==> src/logic/host_rd_pkg.sv <==
/* Shared geometry for the host read path. N_BANKS and BANK_SLOTS must be powers of two,
   and MAX_PKT_LINES in the top level must not exceed ROB_LINES or the pkt_len_t range */
`default_nettype none

package host_rd_pkg;

    // Line and bus widths
    localparam int DATA_WIDTH      = 64;
    localparam int ADDR_WIDTH      = 32;
    localparam int BURST_CNT_WIDTH = 7;

    // Reorder buffer geometry, banks interleaved on the low index bits
    localparam int N_BANKS       = 4;
    localparam int BANK_SLOTS    = 4;
    localparam int ROB_LINES     = N_BANKS * BANK_SLOTS;
    localparam int ROB_IDX_WIDTH = $clog2(ROB_LINES);
    localparam int BANK_WIDTH    = $clog2(N_BANKS);
    localparam int SLOT_WIDTH    = $clog2(BANK_SLOTS);

    // Bank in the low bits, so consecutive lines go to consecutive banks
    typedef struct packed {
        logic [SLOT_WIDTH-1:0] slot;
        logic [BANK_WIDTH-1:0] bank;
    } rob_loc_t;

    // The same ROB index, seen flat or split into bank and slot
    typedef union packed {
        logic [ROB_IDX_WIDTH-1:0] idx;
        rob_loc_t                 loc;
    } rob_tag_t;

    // Packet length in lines, up to 8
    typedef logic [3:0] pkt_len_t;

endpackage

`default_nettype wire

==> src/logic/host_rd_top.sv <==
/* Host memory read path with an in-order ROB. The host port has no back-pressure,
   and completions may arrive in any order, one line per strobe */
`default_nettype none

module host_rd_top
#(
    parameter int MAX_PKT_LINES = 4,
    parameter int PAGE_LINES    = 512
)
(
    input  wire logic                                     afu_clk,
    input  wire logic                                     reset,

    // AFU read port, line addresses
    input  wire logic                                     rd_read,
    input  wire logic [host_rd_pkg::ADDR_WIDTH-1:0]       rd_address,
    input  wire logic [host_rd_pkg::BURST_CNT_WIDTH-1:0]  rd_burstcount,
    output logic                                          rd_waitrequest,
    output logic [host_rd_pkg::DATA_WIDTH-1:0]            rd_readdata,
    output logic                                          rd_readdatavalid,

    // Host request packets
    output logic                                          req_valid,
    output logic [host_rd_pkg::ADDR_WIDTH-1:0]            req_address,
    output host_rd_pkg::pkt_len_t                         req_len,
    output host_rd_pkg::rob_tag_t                         req_tag,

    // Host completions, one line each
    input  wire logic                                     cpl_valid,
    input  wire host_rd_pkg::rob_tag_t                    cpl_tag,
    input  wire logic [host_rd_pkg::DATA_WIDTH-1:0]       cpl_data
);

    logic                                                  line_retired;
    logic [host_rd_pkg::N_BANKS-1:0][host_rd_pkg::BANK_SLOTS-1:0] slot_valid;
    logic [host_rd_pkg::N_BANKS-1:0][host_rd_pkg::BANK_SLOTS-1:0]
          [host_rd_pkg::DATA_WIDTH-1:0]                    slot_data;
    logic [host_rd_pkg::N_BANKS-1:0]                       clear_valid;
    logic [host_rd_pkg::SLOT_WIDTH-1:0]                    clear_slot;

    // ====================
    // Request side
    // ====================

    rd_burst_splitter
    #(
        .MAX_PKT_LINES (MAX_PKT_LINES),
        .PAGE_LINES    (PAGE_LINES)
    )
    u_splitter
    (
        .afu_clk, .reset,
        .rd_read, .rd_address, .rd_burstcount, .rd_waitrequest,
        .line_retired,
        .req_valid, .req_address, .req_len, .req_tag
    );

    // ====================
    // Reorder buffer
    // ====================

    // Every bank sees every completion and keeps only its own
    for (genvar b = 0; b < host_rd_pkg::N_BANKS; b++)
    begin : g_bank
        rob_bank #(.BANK_ID(b)) u_bank
        (
            .afu_clk, .reset,
            .cpl_valid, .cpl_tag, .cpl_data,
            .clear_valid (clear_valid[b]),
            .clear_slot,
            .slot_valid  (slot_valid[b]),
            .slot_data   (slot_data[b])
        );
    end

    rob_drain u_drain
    (
        .afu_clk, .reset,
        .slot_valid, .slot_data,
        .clear_valid, .clear_slot,
        .rd_readdata, .rd_readdatavalid,
        .line_retired
    );

endmodule

`default_nettype wire

==> src/logic/rd_burst_splitter.sv <==
/* Burst counts must be at least 1 and PAGE_LINES a power of two.
   Only one burst is in flight in the splitter; rd_waitrequest covers the rest */
`default_nettype none

module rd_burst_splitter
#(
    parameter int MAX_PKT_LINES = 4,
    parameter int PAGE_LINES    = 512
)
(
    input  wire logic                                     afu_clk,
    input  wire logic                                     reset,

    input  wire logic                                     rd_read,
    input  wire logic [host_rd_pkg::ADDR_WIDTH-1:0]       rd_address,
    input  wire logic [host_rd_pkg::BURST_CNT_WIDTH-1:0]  rd_burstcount,
    output logic                                          rd_waitrequest,

    input  wire logic                                     line_retired,

    output logic                                          req_valid,
    output logic [host_rd_pkg::ADDR_WIDTH-1:0]            req_address,
    output host_rd_pkg::pkt_len_t                         req_len,
    output host_rd_pkg::rob_tag_t                         req_tag
);

    localparam int AW       = host_rd_pkg::ADDR_WIDTH;
    localparam int CREDIT_W = $clog2(host_rd_pkg::ROB_LINES + 1);

    // Burst being cut, held from acceptance until the last packet leaves
    logic                                      busy;
    logic [AW-1:0]                             cur_addr;
    logic [host_rd_pkg::BURST_CNT_WIDTH-1:0]   remain;
    host_rd_pkg::rob_tag_t                     tail;
    logic [CREDIT_W-1:0]                       credits;

    logic [AW-1:0]                             page_left;
    logic [AW-1:0]                             len_full;
    host_rd_pkg::pkt_len_t                     pkt_len;
    logic                                      issue;

    // ====================
    // Next packet length
    // ====================

    always_comb
    begin
        // Lines from the current address to the end of its page
        page_left = AW'(PAGE_LINES) - (cur_addr & AW'(PAGE_LINES - 1));
        len_full = AW'(remain);
        if (len_full > AW'(MAX_PKT_LINES))
            len_full = AW'(MAX_PKT_LINES);
        if (len_full > page_left)
            len_full = page_left;
        pkt_len = host_rd_pkg::pkt_len_t'(len_full);
    end

    // A packet leaves only when the ROB has room for all of its lines
    assign issue = busy && (credits >= CREDIT_W'(pkt_len));

    assign rd_waitrequest = busy;

    // ====================
    // Control state
    // ====================

    always_ff @(posedge afu_clk)
    begin
        if (reset)
        begin
            busy      <= 1'b0;
            tail.idx  <= '0;
            credits   <= CREDIT_W'(host_rd_pkg::ROB_LINES);
            req_valid <= 1'b0;
        end
        else
        begin
            req_valid <= issue;
            // Spent credits go out with the packet; the drain returns one per line
            credits <= credits - (issue ? CREDIT_W'(pkt_len) : CREDIT_W'(0))
                               + CREDIT_W'(line_retired);
            if (!busy && rd_read)
                busy <= 1'b1;
            else if (issue && (AW'(remain) == AW'(pkt_len)))
                busy <= 1'b0;
            if (issue)
                tail.idx <= tail.idx + host_rd_pkg::ROB_IDX_WIDTH'(pkt_len);
        end
    end

    // Payload registers follow the control state and need no reset
    always_ff @(posedge afu_clk)
    begin
        if (!busy && rd_read)
        begin
            cur_addr <= rd_address;
            remain   <= rd_burstcount;
        end
        else if (issue)
        begin
            cur_addr <= cur_addr + AW'(pkt_len);
            remain   <= remain - host_rd_pkg::BURST_CNT_WIDTH'(pkt_len);
        end
        if (issue)
        begin
            req_address <= cur_addr;
            req_len     <= pkt_len;
            req_tag     <= tail;
        end
    end

    // A request packet must end at or before the page boundary
    assert property (@(posedge afu_clk) disable iff (reset)
        req_valid |-> ((req_address & AW'(PAGE_LINES - 1)) + AW'(req_len)) <= AW'(PAGE_LINES));

    // Retired lines can never return more credits than were handed out
    assert property (@(posedge afu_clk) disable iff (reset)
        credits <= CREDIT_W'(host_rd_pkg::ROB_LINES));

endmodule

`default_nettype wire

==> src/logic/rob_bank.sv <==
/* One interleaved ROB bank. The host must never complete a tag twice
   before it is drained */
`default_nettype none

module rob_bank
#(
    parameter int BANK_ID = 0
)
(
    input  wire logic                                  afu_clk,
    input  wire logic                                  reset,

    // Completion broadcast, shared by all banks
    input  wire logic                                  cpl_valid,
    input  wire host_rd_pkg::rob_tag_t                 cpl_tag,
    input  wire logic [host_rd_pkg::DATA_WIDTH-1:0]    cpl_data,

    // Drain side
    input  wire logic                                  clear_valid,
    input  wire logic [host_rd_pkg::SLOT_WIDTH-1:0]    clear_slot,
    output logic [host_rd_pkg::BANK_SLOTS-1:0]         slot_valid,
    output logic [host_rd_pkg::BANK_SLOTS-1:0][host_rd_pkg::DATA_WIDTH-1:0] slot_data
);

    localparam int BW = host_rd_pkg::BANK_WIDTH;

    logic wr_hit;

    // Only completions whose bank field names this bank are stored here
    assign wr_hit = cpl_valid && (cpl_tag.loc.bank == BW'(BANK_ID));

    // ====================
    // Slot storage
    // ====================

    always_ff @(posedge afu_clk)
    begin
        if (wr_hit)
            slot_data[cpl_tag.loc.slot] <= cpl_data;
    end

    always_ff @(posedge afu_clk)
    begin
        if (reset)
        begin
            slot_valid <= '0;
        end
        else
        begin
            // The drained slot and the written slot never coincide
            if (clear_valid)
                slot_valid[clear_slot] <= 1'b0;
            if (wr_hit)
                slot_valid[cpl_tag.loc.slot] <= 1'b1;
        end
    end

    // Credits in the splitter keep a tag from being reused before it drains
    assert property (@(posedge afu_clk) disable iff (reset)
        wr_hit |-> !slot_valid[cpl_tag.loc.slot]);

endmodule

`default_nettype wire

==> src/logic/rob_drain.sv <==
/* Returns lines strictly in ROB index order, at most one per cycle.
   The head index must start where the splitter's tail starts, at zero */
`default_nettype none

module rob_drain
(
    input  wire logic                                  afu_clk,
    input  wire logic                                  reset,

    // Valid bits and data from every bank
    input  wire logic [host_rd_pkg::N_BANKS-1:0][host_rd_pkg::BANK_SLOTS-1:0] slot_valid,
    input  wire logic [host_rd_pkg::N_BANKS-1:0][host_rd_pkg::BANK_SLOTS-1:0]
                      [host_rd_pkg::DATA_WIDTH-1:0]   slot_data,

    // One clear strobe per bank, with a shared slot number
    output logic [host_rd_pkg::N_BANKS-1:0]            clear_valid,
    output logic [host_rd_pkg::SLOT_WIDTH-1:0]         clear_slot,

    output logic [host_rd_pkg::DATA_WIDTH-1:0]         rd_readdata,
    output logic                                       rd_readdatavalid,

    // One pulse per line handed back, returned as a credit
    output logic                                       line_retired
);

    // Oldest line not yet returned to the AFU
    host_rd_pkg::rob_tag_t head;
    logic                  head_ready;

    // ====================
    // Head lookup
    // ====================

    // The union splits the flat head index into bank and slot
    assign head_ready = slot_valid[head.loc.bank][head.loc.slot];

    assign clear_slot   = head.loc.slot;
    assign line_retired = head_ready;

    always_comb
    begin
        clear_valid = '0;
        clear_valid[head.loc.bank] = head_ready;
    end

    // ====================
    // Return to the AFU
    // ====================

    always_ff @(posedge afu_clk)
    begin
        if (reset)
        begin
            head.idx         <= '0;
            rd_readdatavalid <= 1'b0;
        end
        else
        begin
            rd_readdatavalid <= head_ready;
            // Wraps with the ROB size, matching the splitter's tail
            if (head_ready)
                head.idx <= head.idx + 1'b1;
        end
    end

    // Read data is only meaningful under rd_readdatavalid
    always_ff @(posedge afu_clk)
    begin
        if (head_ready)
            rd_readdata <= slot_data[head.loc.bank][head.loc.slot];
    end

    // Banks come out of reset empty, so nothing returns or retires right after
    assert property (@(posedge afu_clk)
        reset |=> !rd_readdatavalid && !line_retired);

endmodule

`default_nettype wire

==> config.mk <==
export PLATFORM = sky130hd
export DESIGN_NAME = host_rd_top
export DESIGN_NICKNAME = d
export VERILOG_FILES = /design/src/logic/host_rd_pkg.sv /design/src/logic/host_rd_top.sv /design/src/logic/rd_burst_splitter.sv /design/src/logic/rob_bank.sv /design/src/logic/rob_drain.sv
export SDC_FILE = /design/constraint.sdc
export NUM_CORES = 1
export LEC_CHECK = 0
export BUFFER_PORTS_ARGS = -buffer_cell sky130_fd_sc_hd__buf_2
export CELL_PAD_IN_SITES_DETAIL_PLACEMENT = 0
export CELL_PAD_IN_SITES_GLOBAL_PLACEMENT = 1
export CORE_ASPECT_RATIO = 1.75
export CORE_UTILIZATION = 58
export CTS_CLUSTER_DIAMETER = 120
export CTS_CLUSTER_SIZE = 40
export DETAILED_ROUTE_END_ITERATION = 8
export PLACE_DENSITY = 0.82
export SYNTH_ARGS = -nofsm -noshare
export SYNTH_HDL_FRONTEND = slang
export SYNTH_SLANG_ARGS = --single-unit
==> constraint.sdc <==
create_clock -name afu_clk -period 9.5 [get_ports afu_clk]
set_input_delay 0.475 -clock afu_clk [delete_from_list [all_inputs] [get_ports afu_clk]]
set_output_delay 0.475 -clock afu_clk [all_outputs]
set_load 0.05 [all_outputs]
==> results of run 1 <==
==> per-stage QoR <==
step	instances	instance area, um^2	setup WS [ns]	utilization, %
finish	3288	49400	3.50	63.0
global route	3286	49400	3.05	62.9
CTS	3283	49400	3.49	62.9
detailed placement	3225	48400	3.52	61.7
global placement	3225	48400	3.68	61.7
floorplan	2023	45900	3.47	-
==> per-layer routing <==
layer / vias up / routed length [um] / part of all wire [%]
met1: 11200 / 35300 / 38
met2: 807 / 50700 / 54
li1: 8753 / - / -
met4: 20 / 1890 / 2.0
met5: - / 121 / 0.13
met3: 144 / 5870 / 6.2
==> worst paths after layout <==
kind / from / to / slack (ns) / cells past startpoint
min reg2reg: u_splitter.tail[3]$_SDFFE_PP0N_ / u_splitter.req_tag[3]$_DFFE_PN_ / 0.48 / 0
min: rd_address[26] / u_splitter.cur_addr[26]$_DFFE_PP_ / 0.10 / 3
max reg2reg: u_splitter.remain[6]$_DFFE_PP_ / u_splitter.credits[4]$_SDFF_PP1_ / 3.50 / 23
max: u_splitter.remain[6]$_DFFE_PP_ / u_splitter.credits[4]$_SDFF_PP1_ / 3.50 / 23
==> where the power goes <==
part	internal, uW	switching (uW)	total, uW
Sequential	6030	105	6140
Clock	731	1430	2160
Combinational	306	559	864
Total	7070	2100	9170
==> worst max-delay path, cell delays in order, from the launching register on <==
cell and delay, ns:
edfxtp_1 0.44, or3_1 0.43, nor3_1 0.38, nand2_1 0.16
ha_1 0.20, nand2b_1 0.14, a21oi_1 0.14, a31oi_1 0.13
or3_1 0.47, mux2i_1 0.49, inv_1 0.14, ha_1 0.30
inv_1 0.03, o21ai_0 0.27, nand2_1 0.24, clkinv_1 0.12
buf_4 0.48, nand2_1 0.12, ha_1 0.31, ha_1 0.34
a21o_1 0.17, a21oi_1 0.17, xnor2_1 0.14, nand2b_1 0.06
==> logic make-up after synthesis <==
family	Yosys count	share of synthesized area [%]
xor+xnor	48	0.916
buf+inv	111	1.02
other cells	1	0.00817
compound gates	81	0.968
fa+ha+maj	39	1.13
mux	331	16.1
flops	1199	77.7
simple gates	210	2.13
==> sequential cells by signal, indices dropped and copies added, names as in the netlist <==
register / count
g_bank.u_bank.slot_data: 1024
u_drain.rd_readdata: 64
u_splitter.cur_addr: 32
u_splitter.req_address: 32
g_bank.u_bank.slot_valid: 16
u_splitter.remain: 7
u_splitter.credits: 5
u_drain.head: 4
u_splitter.req_len: 4
u_splitter.req_tag: 4
u_splitter.tail: 4
u_drain.rd_readdatavalid: 1
u_splitter.rd_waitrequest: 1
u_splitter.req_valid: 1
==> cells in the final DEF (no fill, tap or decap), types with 5 or more instances in the layout <==
master and instances:
buf_2 217, diode_2 5, a21oi_1 34, edfxtp_1 1167, nand2_1 79, mux4_2 324
nor3_1 11, clkbuf_16 36, dfxtp_1 28, nor4_1 5, nand3_1 11, nor2_4 12
a21o_1 10, o21ai_0 31, nand2b_1 6, buf_4 36, ha_1 35, xnor2_1 29
nand4_1 7, and3_1 5, clkbuf_1 20, nor2_1 45, xor2_1 19, inv_1 21
==> cells in the mapped netlist, types with 2 or more instances <==
cell type  instances  share of area [%]
mux2_2             2              0.049
a31oi_1            2              0.027
buf_4              2              0.033
nor4_2             2              0.055
dfxtp_1           32                1.4
mux4_2           325                 16
o21ai_0           31               0.34
nor4_1             5              0.068
nor2b_1            5              0.068
nor4b_1            2              0.038
xor2_1            19               0.36
fa_1               4               0.17
nor2_1            57               0.47
buf_1              4              0.033
nand3b_1           3              0.049
clkbuf_1          54               0.44
and3b_1            2              0.038
buf_2             28               0.31
and3_1             5              0.068
nand3_1           11               0.12
nor3b_1            3              0.049
nor3_1            15               0.16
a21o_1            10               0.16
xnor2_1           29               0.55
mux2i_1            4              0.087
nand2b_1           6              0.082
nand2_1           79               0.65
edfxtp_1        1167                 76
a21oi_1           34               0.37
and2_1             2              0.027
nand4_1            7              0.095
or3_1              2              0.027
a211oi_1           2              0.033
inv_1             21               0.17
ha_1              35               0.95
==> area by class of cell <==
type,instances,area (um^2),area share (%)
Antenna cell,5,12.5,0.0253
Clock inverter,2,25.0,0.0507
Inverter,22,82.6,0.167
Timing Repair Buffer,256,1420,2.87
Multi-Input combinational cell,713,9880,20.0
Clock buffer,56,976,1.98
Sequential cell,1199,35700,72.3
Tap cell,1035,1290,2.62
==> impl_metrics.yaml, run 1 <==
finish:
  nFillCells: 5206
  drive_above_1_share_pct: 28.8
  final_nets: 2377
  syn_to_final_growth_pct: 7.60
detailed_routing:
  wl_per_cell_um: 28.6
  postRouteAntennaNets: 0
  dr.first_iter.drc_count: 2520
  vias: 20900
  wl_mm: 93.9
  drc_errors: 0
  drt_pass1_iterations: 7
  viasPerCell: 6.36
global_route:
  grt_max_degree: 141
  use_met1_pct: 30.7
  grt-busiest-layer: "met2"
  grt_pass1_wl_mm: 140
  grt_pass1_vias: 21700
  use_met2_pct: 42.8
  grt_antenna_before_repair: 16
  met3_usage_pct: 3.56
  gr-total-overflow: 0
  grt_usage_pct: 23.8
critical_path:
  cp-end-kind: "flop"
  crit_path_max_fanout: 46
  critical_path_class: "flop to flop"
  required_ns: 10.04
  cp-start-kind: "flop"
  cp.arrival_ns: 6.54
cts:
  clock-root-buffer: "clkbuf_16"
  ctsResizeCount: 0
  cts_tree: "built"
  path_clk_slew_ns: 0.15
  clock_latency_ns: 0.65
  htree_num_levels: 2
  holdBufCountCts: 0
  cts.sinks: 1199
  cts_buffers: 35
  clockBufferDepth: 3
  cts_setup_buffers: 0
placement:
  io_buffers: 217
  place_congestion: 0.866
  dp_hpwl_mm: 50.5
synth:
  seq_area_frac_synth_pct: 77.7
  syn_area_per_cell_um2: 22.7
  yosys_most_used_dff: "edfxtp_1"
  synthCells: 2020
  syn-cell-area_mm2: 0.0459
  yosys_warnings: 0
  synthDistinctLibCells: 44
  async_flop_share_pct: 0
  synth-seq-cells: 1199
  synth_edf_count: 1167
run:
  maxCapViolCount: 0
timing:
  finClkSkew_ns: 0.0324
  fin_crit_ns: 6.00
  fin_hold_ws_ns: 0.101
  grt_setup_unrepaired: "false"
  hold_violations: 0
  tightest_slew_ns: 1.15
  fmax_ghz: 0.167
  finalMaxSlewViolations: 0
  slew_headroom_pct: 23.3
  setup_viol: 0
  fin_tns_setup_ns: 0
  post-route-period-util_pct: 63.2
power:
  power_uw: 9170
  p_leak_uw: 0.0151
  pwr_density_cell_mw_per_mm2: 186
  irDropWorstVdd_mv: 0.144
worst_hold_path:
  min_path_type: "input pin to flop"
die:
  die_area_mm2: 0.0803
  initial_core_util_pct: 58.5
  die_y_um: 374
  die_x_um: 215
  rows: 136
  ioPinCount: 218
  design.core.area_mm2: 0.0784
outcome:
  status: "finished, final reports clean"
No activity file was read; power rests on OpenSTA's default activity.
==> run 2: changes to the inputs <==
Settings changed: ABC_AREA set to 1, CORE_UTILIZATION 58 to 46, PLACE_DENSITY 0.82 to 0.74.
Clock period 9.5 ns to 5.4 ns, I/O delays scaled along.
==> run 2 against run 1 <==
Clock skew about the same. First-iteration DRC count is 12% higher. Combinational power rose to 7.9 times the previous value. Count of clock-buffer cells in the layout fell by 15. Total power rose by 140%. Global-route usage decreased by 1.3 points. Maximum frequency is 25% higher. Setup slack got worse by 2.9 ns. Cell count up 57%. Critical endpoint unchanged. Largest power group unchanged. Highest routed layer unchanged.
==> impl_metrics.yaml, run 2 <==
finish:
  largest-register: "g_bank.u_bank.slot_data"
  largest_reg_flops: 1024
  layout.cells.most_common_list: "edfxtp_1 (1167), nor2_1 (579), o21ai_0 (530)"
  final_common_cell: "edfxtp_1"
  final-seq-area_mm2: 0.0357
  drive_above_1_share_pct: 9.69
  multi_input_area_mm2: 0.0104
  final_nets: 3952
  design_area_mm2: 0.0518
  nFillCells: 8762
  syn_to_final_growth_pct: 9.66
  reg_top3: "g_bank.u_bank.slot_data x1024, u_drain.rd_readdata x64"
cts:
  path_clk_slew_ns: 0.15
  cts.sinks: 1199
  cts_tree: "built"
  htree_num_levels: 2
  clockBufferDepth: 3
  cts_buffers: 35
  clock-root-buffer: "clkbuf_16"
  clock_latency_ns: 0.66
die:
  design.core.area_mm2: 0.102
  die_area_mm2: 0.104
  die_y_um: 426
  ioPinCount: 218
  initial_core_util_pct: 46.4
  die_x_um: 244
  rows: 155
detailed_routing:
  drt_pass1_iterations: 5
  vias: 29500
  viasPerCell: 5.73
  postRouteAntennaNets: 0
  wl_per_cell_um: 23.2
  wl_mm: 119
  drc_errors: 0
  dr.first_iter.drc_count: 2823
placement:
  place_congestion: 0.842
  post-place-ws_ns: 0.302
  io_buffers: 217
  dp_hpwl_mm: 60.6
  placed_cell_area_mm2: 0.0498
timing:
  finClkSkew_ns: 0.0326
  fin_hold_ws_ns: 0.0460
  fin_tns_setup_ns: 0
  fin_crit_ns: 4.80
  setup_viol: 0
  tightest_slew_ns: 1.11
  post-route-period-util_pct: 89.0
  fin_ws_ns: 0.596
  slew_headroom_pct: 26.1
  finalMaxSlewViolations: 0
  hold_violations: 0
  grt_setup_unrepaired: "false"
  fmax_ghz: 0.208
run:
  maxCapViolCount: 0
synth:
  post-synth-top-area-fraction_pct: 74.2
  syn-cell-area_mm2: 0.0472
  synthCells: 3610
  yosys_most_used_dff: "edfxtp_1"
  synth_area_leader_cell: "edfxtp_1"
  syn_area_per_cell_um2: 13.1
  yosys_warnings: 0
  synth_edf_count: 1167
  yosysMostFrequentCell: "edfxtp_1"
  async_flop_share_pct: 0
  synth-seq-cells: 1199
  yosys-top-cells-count: "edfxtp_1 (1167), nor2_1 (601), o21ai_0 (530)"
  synthDistinctLibCells: 45
  synthTopCellsByArea: "edfxtp_1 (74%), o21ai_0 (5.6%), nor2_1 (4.8%)"
  seq_area_frac_synth_pct: 75.5
critical_path:
  cp.arrival_ns: 5.39
  worstReg2RegStart: "u_splitter.cur_addr[0]$_DFFE_PP_"
  crit_path_max_fanout: 5
  cp-start-kind: "flop"
  startpoint: "u_splitter.cur_addr[0]$_DFFE_PP_"
  slowest_stage: "edfxtp_1"
  critical_path_class: "flop to flop"
  cp_common_cell: "inv_1"
  cpPeakStageDelay_ns: 0.48
  required_ns: 5.98
  cp-end-kind: "flop"
global_route:
  grt_pass1_wl_mm: 176
  gr-total-overflow: 0
  grt_usage_pct: 22.6
  grt_pass1_vias: 28100
  grt_antenna_before_repair: 5
  grt_max_degree: 192
worst_hold_path:
  hold_path_startpoint: "rd_address[12]"
  min_path_type: "input pin to flop"
power:
  power_uw: 21900
  irDropWorstVdd_mv: 0.369
  pwr_density_cell_mw_per_mm2: 422
  p_leak_uw: 0.0171
outcome:
  status: "finished, final reports clean"
## run 2: timing repair
item,4_1_cts,5_1_grt
endpoints found under the hold margin,1051,0
setup endpoints to repair,0,2
setup buffers,0,2
hold buffers,103,0
resized for setup,0,5
## run 2: layout make-up
class	instances	area share [%]
inverters	105	0.804
clock inverters	3	0.0507
clock buffers	41	1.73
well taps	1334	3.22
repair buffers	364	5.18
flip-flops and latches	1199	68.9
multi-input cells	2097	20.1
diodes	4	0.0193
## run 2: kinds of logic after synthesis
kind of cell | after synthesis | synth area share (%)
buf+inv | 317 | 2.81
xor+xnor | 24 | 0.445
fa+ha+maj | 39 | 1.10
other cells | 1 | 0.00794
simple gates | 1154 | 10.0
flops | 1199 | 75.5
compound gates | 876 | 10.1
## run 2: path summary, 6_finish.rpt
kind | endpoint | slack [ns] | cells after the start
setup / recovery | u_splitter.credits[4]$_SDFF_PP1_ | 0.60 | 38
hold / removal | u_splitter.cur_addr[12]$_DFFE_PP_ | 0.05 | 3
setup reg to reg | u_splitter.credits[4]$_SDFF_PP1_ | 0.60 | 38
hold reg to reg | g_bank[3].u_bank.slot_valid[0]$_SDFF_PP0_ | 0.47 | 2
## run 2: layer usage
| metal | global-route usage (%) | vias to the layer above | share of wire (%) |
|---|---|---|---|
| met1 | 29.0 | 15000 | 40 |
| li1 | - | 13500 | - |
| met5 | 0 | - | 0.011 |
| met3 | 1.82 | 144 | 5.0 |
| met4 | 6.48 | 2 | 2.5 |
| met2 | 40.7 | 851 | 52 |
## run 2: metrics by stage
step                utilization (%)  cells
floorplan                         -   3613
global placement               48.9   4994
detailed placement             48.9   4994
CTS                            50.9   5141
global route                   50.9   5145
finish                         50.9   5147
## run 2: critical path: cells and delay by family (launching register included)
kind,cells,cell delay (ns)
DFF,1,0.48
xor gates and xnor gates,1,0.09
adders and majority gates,6,1.53
and+or+nand+nor,14,1.16
AOI/OAI and AO/OA,8,0.88
buffers and inverters,9,0.61
## run 2: power breakdown
part	switching, uW	internal [uW]
logic	4910	1900
registers	313	10900
clock network	2590	1220
total	7810	14100
